==> src/kitchen_pkg.sv <==
package kitchen_pkg;

    // game dimensions
    localparam int num_spaces = 2;
    localparam int max_orders = 4;
    localparam int item_bits  = 4;
    localparam int time_bits  = 5;
    localparam int score_bits = 12;

    // item codes on the counter
    localparam logic [item_bits-1:0] item_empty = 4'd0;
    localparam logic [item_bits-1:0] item_dish  = 4'd4;

    // index of the serving window, space 0 only holds items
    localparam int serve_space = 1;

    // scoring
    localparam int base_points = 20;
    localparam int bonus_high  = 6;
    localparam int bonus_mid   = 4;
    localparam int bonus_low   = 2;

    // seconds left that must be exceeded to earn each bonus
    localparam int bonus_high_above = 15;
    localparam int bonus_mid_above  = 10;
    localparam int bonus_low_above  = 5;

    // config register addresses
    localparam logic [1:0] addr_ticks_per_second = 2'd0;
    localparam logic [1:0] addr_round_seconds    = 2'd1;
    localparam logic [1:0] addr_order_interval   = 2'd2;
    localparam logic [1:0] addr_order_timing     = 2'd3;

    // config values after reset
    localparam logic [15:0] reset_ticks_per_second = 16'd5;
    localparam logic [7:0]  reset_round_seconds    = 8'd60;
    localparam logic [4:0]  reset_order_interval   = 5'd6;
    localparam logic [4:0]  reset_order_lifetime   = 5'd30;
    localparam logic [5:0]  reset_penalty          = 6'd10;

    typedef struct packed {
        logic [15:0] ticks_per_second;
        logic [7:0]  round_seconds;
        logic [4:0]  order_interval;
        logic [4:0]  order_lifetime;
        logic [5:0]  expire_penalty;
    } kitchen_cfg_t;

    // one item code per counter space
    typedef logic [num_spaces-1:0][item_bits-1:0] space_array_t;

    // queue is oldest first, active is a thermometer mask from bit 0
    typedef struct packed {
        logic [max_orders-1:0]                active;
        logic [max_orders-1:0][time_bits-1:0] times;
    } order_state_t;

endpackage

==> src/kitchen_config_regs.sv <==
`timescale 1ns/1ps

module kitchen_config_regs (
    input  logic                      clock,
    input  logic                      reset,
    input  logic                      cfg_write,
    input  logic [1:0]                cfg_addr,
    input  logic [15:0]               cfg_data,
    output kitchen_pkg::kitchen_cfg_t cfg
);

    // write-only settings, new values are seen on the next edge
    always_ff @(posedge clock) begin
        if (reset) begin
            cfg.ticks_per_second <= kitchen_pkg::reset_ticks_per_second;
            cfg.round_seconds    <= kitchen_pkg::reset_round_seconds;
            cfg.order_interval   <= kitchen_pkg::reset_order_interval;
            cfg.order_lifetime   <= kitchen_pkg::reset_order_lifetime;
            cfg.expire_penalty   <= kitchen_pkg::reset_penalty;
        end else if (cfg_write) begin
            case (cfg_addr)
                kitchen_pkg::addr_ticks_per_second: begin
                    cfg.ticks_per_second <= cfg_data;
                end
                kitchen_pkg::addr_round_seconds: begin
                    cfg.round_seconds <= cfg_data[7:0];
                end
                kitchen_pkg::addr_order_interval: begin
                    cfg.order_interval <= cfg_data[4:0];
                end
                default: begin
                    // lifetime and penalty share one word
                    cfg.order_lifetime <= cfg_data[4:0];
                    cfg.expire_penalty <= cfg_data[13:8];
                end
            endcase
        end
    end

endmodule

==> src/game_timer.sv <==
`timescale 1ns/1ps

module game_timer (
    input  logic                      clock,
    input  logic                      reset,
    input  logic                      start,
    input  kitchen_pkg::kitchen_cfg_t cfg,
    output logic                      second_tick,
    output logic                      timer_go,
    output logic [7:0]                round_left
);

    // cycles counted within the current second
    logic [15:0] prescale;
    logic [16:0] prescale_next;

    // round runs while seconds remain
    assign timer_go = (round_left != 8'd0);

    assign prescale_next = {1'b0, prescale} + 17'd1;

    // a setting of 0 or 1 ticks every cycle
    assign second_tick = timer_go && (prescale_next >= {1'b0, cfg.ticks_per_second});

    always_ff @(posedge clock) begin
        if (reset) begin
            prescale   <= '0;
            round_left <= '0;
        end else if (start) begin
            // restart the round and realign the second boundary
            prescale   <= '0;
            round_left <= cfg.round_seconds;
        end else if (second_tick) begin
            prescale   <= '0;
            round_left <= round_left - 8'd1;
        end else if (timer_go) begin
            prescale <= prescale_next[15:0];
        end
    end

endmodule

==> src/serving_station.sv <==
`timescale 1ns/1ps

module serving_station (
    input  logic                      clock,
    input  logic                      reset,
    input  logic                      place_strobe,
    input  logic                      place_space,
    input  logic [3:0]                place_item,
    input  logic                      serve_clear,
    output kitchen_pkg::space_array_t spaces
);

    always_ff @(posedge clock) begin
        if (reset) begin
            spaces <= {kitchen_pkg::num_spaces{kitchen_pkg::item_empty}};
        end else begin
            for (int i = 0; i < kitchen_pkg::num_spaces; i++) begin
                if (serve_clear && (i == kitchen_pkg::serve_space)) begin
                    // a served dish leaves the window, even over a new placement
                    spaces[i] <= kitchen_pkg::item_empty;
                end else if (place_strobe && (int'(place_space) == i)) begin
                    spaces[i] <= place_item;
                end
            end
        end
    end

endmodule

==> src/order_tracker.sv <==
`timescale 1ns/1ps

module order_tracker (
    input  logic                      clock,
    input  logic                      reset,
    input  kitchen_pkg::kitchen_cfg_t cfg,
    input  logic                      timer_go,
    input  logic                      second_tick,
    input  kitchen_pkg::space_array_t spaces,
    output logic                      serve_clear,
    output kitchen_pkg::order_state_t order_state,
    output logic signed [11:0]        score
);

    logic [kitchen_pkg::max_orders-1:0]                          active;
    logic [kitchen_pkg::max_orders-1:0][kitchen_pkg::time_bits-1:0] times;
    logic [kitchen_pkg::max_orders-1:0][kitchen_pkg::time_bits-1:0] shifted_times;
    logic [kitchen_pkg::time_bits-1:0]                           interval_count;
    logic [kitchen_pkg::time_bits-1:0]                           oldest_time;

    // queue with one more order, and the slot that it fills
    logic [kitchen_pkg::max_orders-1:0] grown_active;
    logic [kitchen_pkg::max_orders-1:0] new_slot;

    logic dish_ready;
    logic do_expire;
    logic do_add;

    logic signed [kitchen_pkg::score_bits-1:0] serve_points;
    logic signed [kitchen_pkg::score_bits-1:0] penalty_points;

    assign oldest_time = times[0];

    assign dish_ready = (spaces[kitchen_pkg::serve_space] == kitchen_pkg::item_dish);

    // serving has top priority, the pulse clears the window on the next edge
    assign serve_clear = timer_go && dish_ready && active[0];

    // only the oldest order can run out
    assign do_expire = active[0] && (oldest_time == '0);

    assign grown_active = {active[kitchen_pkg::max_orders-2:0], 1'b1};
    assign new_slot     = grown_active & ~active;

    // an empty queue refills at once, otherwise wait for the interval
    assign do_add = (active == '0)
                 || ((interval_count >= cfg.order_interval)
                     && !active[kitchen_pkg::max_orders-1]);

    // retiring the oldest order brings a fresh countdown in at the top
    assign shifted_times = {cfg.order_lifetime, times[kitchen_pkg::max_orders-1:1]};

    // points for a served order depend on how much time is left
    always_comb begin
        if (oldest_time > kitchen_pkg::bonus_high_above) begin
            serve_points = kitchen_pkg::score_bits'(kitchen_pkg::base_points
                                                    + kitchen_pkg::bonus_high);
        end else if (oldest_time > kitchen_pkg::bonus_mid_above) begin
            serve_points = kitchen_pkg::score_bits'(kitchen_pkg::base_points
                                                    + kitchen_pkg::bonus_mid);
        end else if (oldest_time > kitchen_pkg::bonus_low_above) begin
            serve_points = kitchen_pkg::score_bits'(kitchen_pkg::base_points
                                                    + kitchen_pkg::bonus_low);
        end else begin
            serve_points = kitchen_pkg::score_bits'(kitchen_pkg::base_points);
        end
    end

    // penalty is unsigned, widen with zeros
    assign penalty_points = kitchen_pkg::score_bits'(cfg.expire_penalty);

    always_ff @(posedge clock) begin
        if (reset) begin
            active         <= '0;
            times          <= '0;
            interval_count <= '0;
            score          <= '0;
        end else if (timer_go) begin
            if (serve_clear) begin
                active <= active >> 1;
                times  <= shifted_times;
                score  <= score + serve_points;
            end else if (do_expire) begin
                active <= active >> 1;
                times  <= shifted_times;
                score  <= score - penalty_points;
            end else if (do_add) begin
                active         <= grown_active;
                interval_count <= '0;
                for (int i = 0; i < kitchen_pkg::max_orders; i++) begin
                    if (new_slot[i]) begin
                        times[i] <= cfg.order_lifetime;
                    end
                end
            end else if (second_tick) begin
                for (int i = 0; i < kitchen_pkg::max_orders; i++) begin
                    // stop at 0 so a waiting order cannot wrap around
                    if (active[i] && (times[i] != '0)) begin
                        times[i] <= times[i] - 1'b1;
                    end
                end
                // holds at the top while the queue is full
                if (interval_count != '1) begin
                    interval_count <= interval_count + 1'b1;
                end
            end
        end
    end

    assign order_state = '{active: active, times: times};

endmodule

==> src/kitchen_top.sv <==
`timescale 1ns/1ps

module kitchen_top (
    input  logic                      clock,
    input  logic                      reset,
    input  logic                      cfg_write,
    input  logic [1:0]                cfg_addr,
    input  logic [15:0]               cfg_data,
    input  logic                      start,
    input  logic                      place_strobe,
    input  logic                      place_space,
    input  logic [3:0]                place_item,
    output kitchen_pkg::space_array_t spaces,
    output kitchen_pkg::order_state_t order_state,
    output logic signed [11:0]        score,
    output logic                      timer_go,
    output logic [7:0]                round_left
);

    kitchen_pkg::kitchen_cfg_t cfg;
    logic                      second_tick;
    logic                      serve_clear;

    kitchen_config_regs config_regs (
        .clock     (clock),
        .reset     (reset),
        .cfg_write (cfg_write),
        .cfg_addr  (cfg_addr),
        .cfg_data  (cfg_data),
        .cfg       (cfg)
    );

    game_timer timer (
        .clock       (clock),
        .reset       (reset),
        .start       (start),
        .cfg         (cfg),
        .second_tick (second_tick),
        .timer_go    (timer_go),
        .round_left  (round_left)
    );

    serving_station station (
        .clock        (clock),
        .reset        (reset),
        .place_strobe (place_strobe),
        .place_space  (place_space),
        .place_item   (place_item),
        .serve_clear  (serve_clear),
        .spaces       (spaces)
    );

    // scoring side sees the counter and the round clock
    order_tracker tracker (
        .clock       (clock),
        .reset       (reset),
        .cfg         (cfg),
        .timer_go    (timer_go),
        .second_tick (second_tick),
        .spaces      (spaces),
        .serve_clear (serve_clear),
        .order_state (order_state),
        .score       (score)
    );

endmodule

==> config.mk <==
export PLATFORM = sky130hd
export DESIGN_NAME = kitchen_top
export DESIGN_NICKNAME = d
export VERILOG_FILES = /design/src/kitchen_pkg.sv /design/src/kitchen_config_regs.sv /design/src/game_timer.sv /design/src/serving_station.sv /design/src/order_tracker.sv /design/src/kitchen_top.sv
export SDC_FILE = /design/constraint.sdc
export NUM_CORES = 1
export LEC_CHECK = 0
export ABC_CLOCK_PERIOD_IN_PS = 6100
export BUFFER_PORTS_ARGS = -buffer_cell sky130_fd_sc_hd__buf_2
export CORE_MARGIN = 5
export CORE_UTILIZATION = 45
export CTS_CLUSTER_SIZE = 14
export DETAILED_ROUTE_END_ITERATION = 12
export SETUP_SLACK_MARGIN = 0.3
export SLEW_MARGIN = 20
export SYNTH_ARGS = -nofsm -noshare
export SYNTH_HDL_FRONTEND = slang
export SYNTH_SLANG_ARGS = --single-unit
==> constraint.sdc <==
create_clock -name clock -period 6.1 [get_ports clock]
set_clock_uncertainty 0.05 [all_clocks]
set_input_delay 0.915 -clock clock [delete_from_list [all_inputs] [get_ports clock]]
set_output_delay 0.915 -clock clock [all_outputs]
set_load 0.05 [all_outputs]
## Yosys cells after proc, flatten, opt, wreduce, memory -nomap -nowiden

Cells that the tools add are included.

- Bitwise gates (word level): 6
- Mux-type cells: 25
- Equality and inequality tests: 8
- Magnitude comparators: 5
- Add/sub/neg operators: 9
- Reduce and logical (&&, ||, !) cells: 45

Operators by type and width:

| operator | number |
|---|---|
| $mux W20 | 4 |
| $mux W5 | 11 |
| $mux W12 | 4 |
| $reduce_bool A4 Y1 | 5 |
| $reduce_bool A5 Y1 | 4 |
| $sub A5 B1 Y5 const B | 4 |
| $add A16 B1 Y17 const B | 1 |
| $ge A17 B16 Y1 | 1 |
| $mux W8 | 2 |
| $ne A4 B2 Y1 const B | 4 |
| $reduce_and A4 Y1 | 4 |
| $add A12 B12 Y12 | 1 |
| $mux W4 | 3 |
| $reduce_and A2 Y1 | 6 |
| $sub A12 B7 Y12 | 1 |
| $logic_and A1 B1 Y1 | 11 |
| $gt A5 B4 Y1 const B | 2 |
| $reduce_bool A2 Y1 | 4 |
| $reduce_bool A8 Y1 | 1 |
| $sub A8 B1 Y8 const B | 1 |
| $reduce_or A3 Y1 | 2 |
| $add A5 B1 Y5 const B | 1 |
| $ge A5 B5 Y1 | 1 |
| $gt A5 B3 Y1 const B | 1 |
| 16 further kinds | 19 |

- Output and inout port bits: 53
- Bits of input ports: 28
- Register bits after elaboration: 113
- Word-level logic and storage cells: 114

## Longest topological paths before layout

- Word-level depth: 7
- Mapped depth: 17
- Depth with buffers taken out: 16

## By module

Synthesis repeated with hierarchy kept, for this count alone.

- Cells, all modules: 854
- Area, all modules: 7139.3 µm²

By module, submodules not included:

| module | times used | seq. area each (µm²) | cells an instance | area an instance (µm²) |
|---|---|---|---|---|
| order_tracker | 1 | 820.8 | 424 | 3300.7 |
| game_timer | 1 | 480.5 | 238 | 1911.8 |
| kitchen_config_regs | 1 | 800.8 | 160 | 1631.6 |
| serving_station | 1 | 160.2 | 32 | 295.3 |

## Worst setup path before layout

No wires, ideal clock.

- Path type: reg-to-reg
- Start: register timer.round_left[0]
- End: register tracker.score[10]
- Setup time: 0.106 ns
- Data required time: 5.944 ns
- Clock period less this slack: 3.820 ns
- Path slack: 2.280 ns
- Stages on the path, launching flop included: 17
- Data arrival time: 3.664 ns
- Path buffers: 2
- Cells stage by stage: dfxtp_1 > inv_1 > ha_1 > or3b_1 > nor4_4 > clkbuf_1 > nor2_1 > clkbuf_1 > nor2_1 > ha_1 > fa_1 > a21o_1 > a21oi_1 > o21bai_1 > a31oi_1 > o21ai_0 > o311ai_0

- Word-level cells in the longest chain between the ends: 5
- Elaborated cells between the ends (all ways): 6
- Classes of those cells: mux: 1; reduce/logical: 5

Ends and longest elaborated chain:

| what | RTL line | text |
|---|---|---|
| start, declared | game_timer.sv:10 | `output logic [7:0] round_left` |
| start signal, assigned | game_timer.sv:32 | `round_left <= cfg.round_seconds;` |
| start signal, assigned | game_timer.sv:35 | `round_left <= round_left - 8'd1;` |
| $reduce_bool A8 Y1 (*) | game_timer.sv:18 | `assign timer_go = (round_left != 8'd0);` |
| $logic_and A1 B1 Y1 (2 in a row) | order_tracker.sv:37 | `assign serve_clear = timer_go && dish_ready && active[0];` |
| $reduce_bool A2 Y1 (no line) | - |  |
| $reduce_and A2 Y1 (no line) | - |  |
| end signal, assigned | order_tracker.sv:82 | `score <= score + serve_points;` |
| end signal, assigned | order_tracker.sv:86 | `score <= score - penalty_points;` |
| end, declared | order_tracker.sv:12 | `output logic signed [11:0] score` |

Every way passes the cells marked *; elsewhere a longest branch is shown, timed or not.
A chain may end at the register's enable or synchronous reset.

## Final worst setup path

- Start: register timer.round_left[0]
- End: register tracker.score[11]

The elaborated chain is that of the path after synthesis.

==> flow_summary.ini <==
[status]
outcome = finished clean

[detailed_routing]
vias = 6133
routedWlPerCell_um = 16.2
drt_iter0_drc = 457
viasPerCell = 5.61
drt_wl_total_um = 17700
drc_errors = 0
antenna_left = 0
first_pass_iters = 5

[placement]
pre_cts_ws_ns = 1.82
gp_congestion = 0.868
dp_cells = 1064
dp_hpwl_um = 12900
portBuffers = 80

[min_path]
hold_path.class = flop to flop
whs_path_depth = 2

[sta]
worst_slew_pin_slew_ns = 0.914
finalSetupViolCount = 0
period_share = 0.701
max_clock_freq_mhz = 234
relSlewSlack = 0.388
slew_violations = 0
setup_ws_ns = 1.82
rsz0062_at_grt = false
post-route-min-period_ns = 4.28
holdWs_ns = 0.400
tns_ns = 0
hold_violations = 0

[clocking]
clock_path_buffers = 2
insertion_delay_ns = 0.42
post_cts_buffers = 0
cts_root_buf = clkbuf_16
holdBufCountCts = 0
clkTransAtPathRegs_ns = 0.05
htreeDepth = 4
cts.sinks = 113
cts_tree = yes
cts_resized = 0
cts-buffers-inserted = 17

[yosys]
synthTopCellsByArea = dfxtp_1 (34%), ha_1 (8.5%), nand2_1 (7.6%)
synth_area_per_cell_um2 = 7.95
ys.flop_type = dfxtp_1
synth_top_area_frac = 0.341
ys_seq_area_frac = 0.341
synth_area_leader_cell = dfxtp_1
synthesis.instances = 836
synthesis.area_um2 = 6640
synth_cell_types = 71
synthesis.nets = 910
synth_edf_count = 0
synthArstFlopShare = 0
ys_ff_latch = 113
yosys_warnings = 0

[die]
die_w_um = 131
ios = 81
num_rows = 44
start_util = 0.459
dieArea_um2 = 17300
die-height_um = 131
core_um2 = 14500

[global_route]
antenna_found_initial = 0
grt_pass1_wl_um = 29900
grt_pass1_vias = 5909
grt_max_degree = 61
grtUsageTotal = 0.206
overflow = 0

[pwr]
vdd_drop_max_v = 0.000241
leakagePower_uw = 0.00331
powerDensity_nw_per_um2 = 482

[layout]
num_antenna_cells = 0
fin_cells = 1094
post-route-util = 0.530
num-nets-final = 973
fill_cells = 1369
area_growth_pct = 15.5
drive_gt1_frac = 0.151

[setup_path]
end_kind = flop
startpoint_type = flop
rr_worst_depth = 16
worstPathArrival_ns = 4.54
worstPathRequired_ns = 6.36
path_class = flop to flop
cp_max_fo = 38

[flow_run]
drv_cap = 0
state kept, by name, indices dropped and copies added (netlist names):
signal,count
tracker.active,4
config_regs.cfg,40
tracker.oldest_time,5
timer.round_left,8
timer.prescale,16
tracker.interval_count,5
station.spaces,8
tracker.order_state,15
tracker.score,12
cells by family (layout without fill, tap and decap cells):
| family | Yosys count | count (layout) | share of synthesized area |
|---|---|---|---|
| AND/OR/NAND/NOR | 331 | 331 | 0.232 |
| AO/OA/AOI/OAI | 192 | 192 | 0.192 |
| flip-flops | 113 | 113 | 0.341 |
| buffers and inverters | 82 | 156 | 0.0482 |
| XOR/XNOR | 50 | 50 | 0.0659 |
| adder cells (fa/ha/maj) | 46 | 46 | 0.0878 |
| multiplexers | 22 | 22 | 0.0333 |
critical path: stages, from the launching register on:
cell and delay, ns:
dfxtp_1 0.39, inv_1 0.06, ha_1 0.20, or3b_1 0.25, nor4_4 0.05, buf_4 0.22, inv_2 0.53, nand2_1 0.26
o21ai_0 0.42, ha_1 0.33, a211oi_1 0.30, o21a_1 0.19, o31ai_1 0.10, o41ai_1 0.31, xnor2_1 0.18, a21oi_1 0.09
a31o_2 0.24
path summary, 6_finish.rpt:
| check | startpoint | to | slack (ns) |
|---|---|---|---|
| max | timer.round_left[0] | tracker.score[11] | 1.82 |
| max reg2reg | timer.round_left[0] | tracker.score[11] | 1.82 |
| min | config_regs.cfg[32] | config_regs.cfg[32] | 0.40 |
| min reg2reg | config_regs.cfg[32] | config_regs.cfg[32] | 0.40 |
where the power goes:
part	total (uW)	leakage, uW	switching (uW)	internal [uW]
Clock	879	0.000268	329	550
Combinational	1800	0.00212	1200	604
Sequential	1020	0.000922	164	856
Total	3700	0.00331	1690	2010
final cells by class:
type	instances	area [um^2]	area share
clock buffer	23	488	0.0636
clock inverter	7	35.0	0.00457
inverter	43	161	0.0210
multi-input combinational	641	4070	0.531
sequential	113	2260	0.295
tap	184	230	0.0300
timing repair buffer	83	423	0.0551
stage by stage:
step	power (uW)	cell area, um^2
after CTS	3710	7660
final	3700	7670
after detailed placement	2810	7140
after global placement	2790	7140
after floorplan	2420	6640
after global routing	3960	7670
Yosys cell counts, types with 7 or more instances:
library cell	instances
nand3_1	27
inv_1	41
clkbuf_1	29
nand4_1	9
a311oi_1	11
mux2i_1	21
xnor2_1	30
o21ai_0	24
a31oi_1	7
o211ai_1	8
a211oi_1	20
nand2_1	135
nor3_1	31
xor2_1	20
ha_1	45
a21oi_1	78
nor2_1	79
dfxtp_1	113
cells in the final DEF (no fill, tap or decap), types with 5 or more instances in the layout:
cell,instances
o21ai_0,24
a31oi_1,7
a211oi_1,20
nand2_1,135
and3_1,5
clkbuf_16,17
buf_2,80
xor2_1,20
inv_1,41
o21a_1,5
xnor2_1,30
clkinv_2,7
a21o_1,5
o211ai_1,8
mux2i_1,21
nand4_1,9
nor3_1,31
a21oi_1,78
dfxtp_1,113
a311oi_1,11
nand3_1,27
nand3b_1,5
ha_1,45
nor2_1,79
per-layer routing:
metal	share of wire	wire, um	up-vias	global-route usage
li1	-	-	3073	-
met1	0.46	8190	2891	0.270
met2	0.47	8360	144	0.336
met3	0.048	851	25	0.0485
met4	0.018	313	0	0.0680
met5	0	0	-	0
Power figures use the tool's default switching activity.
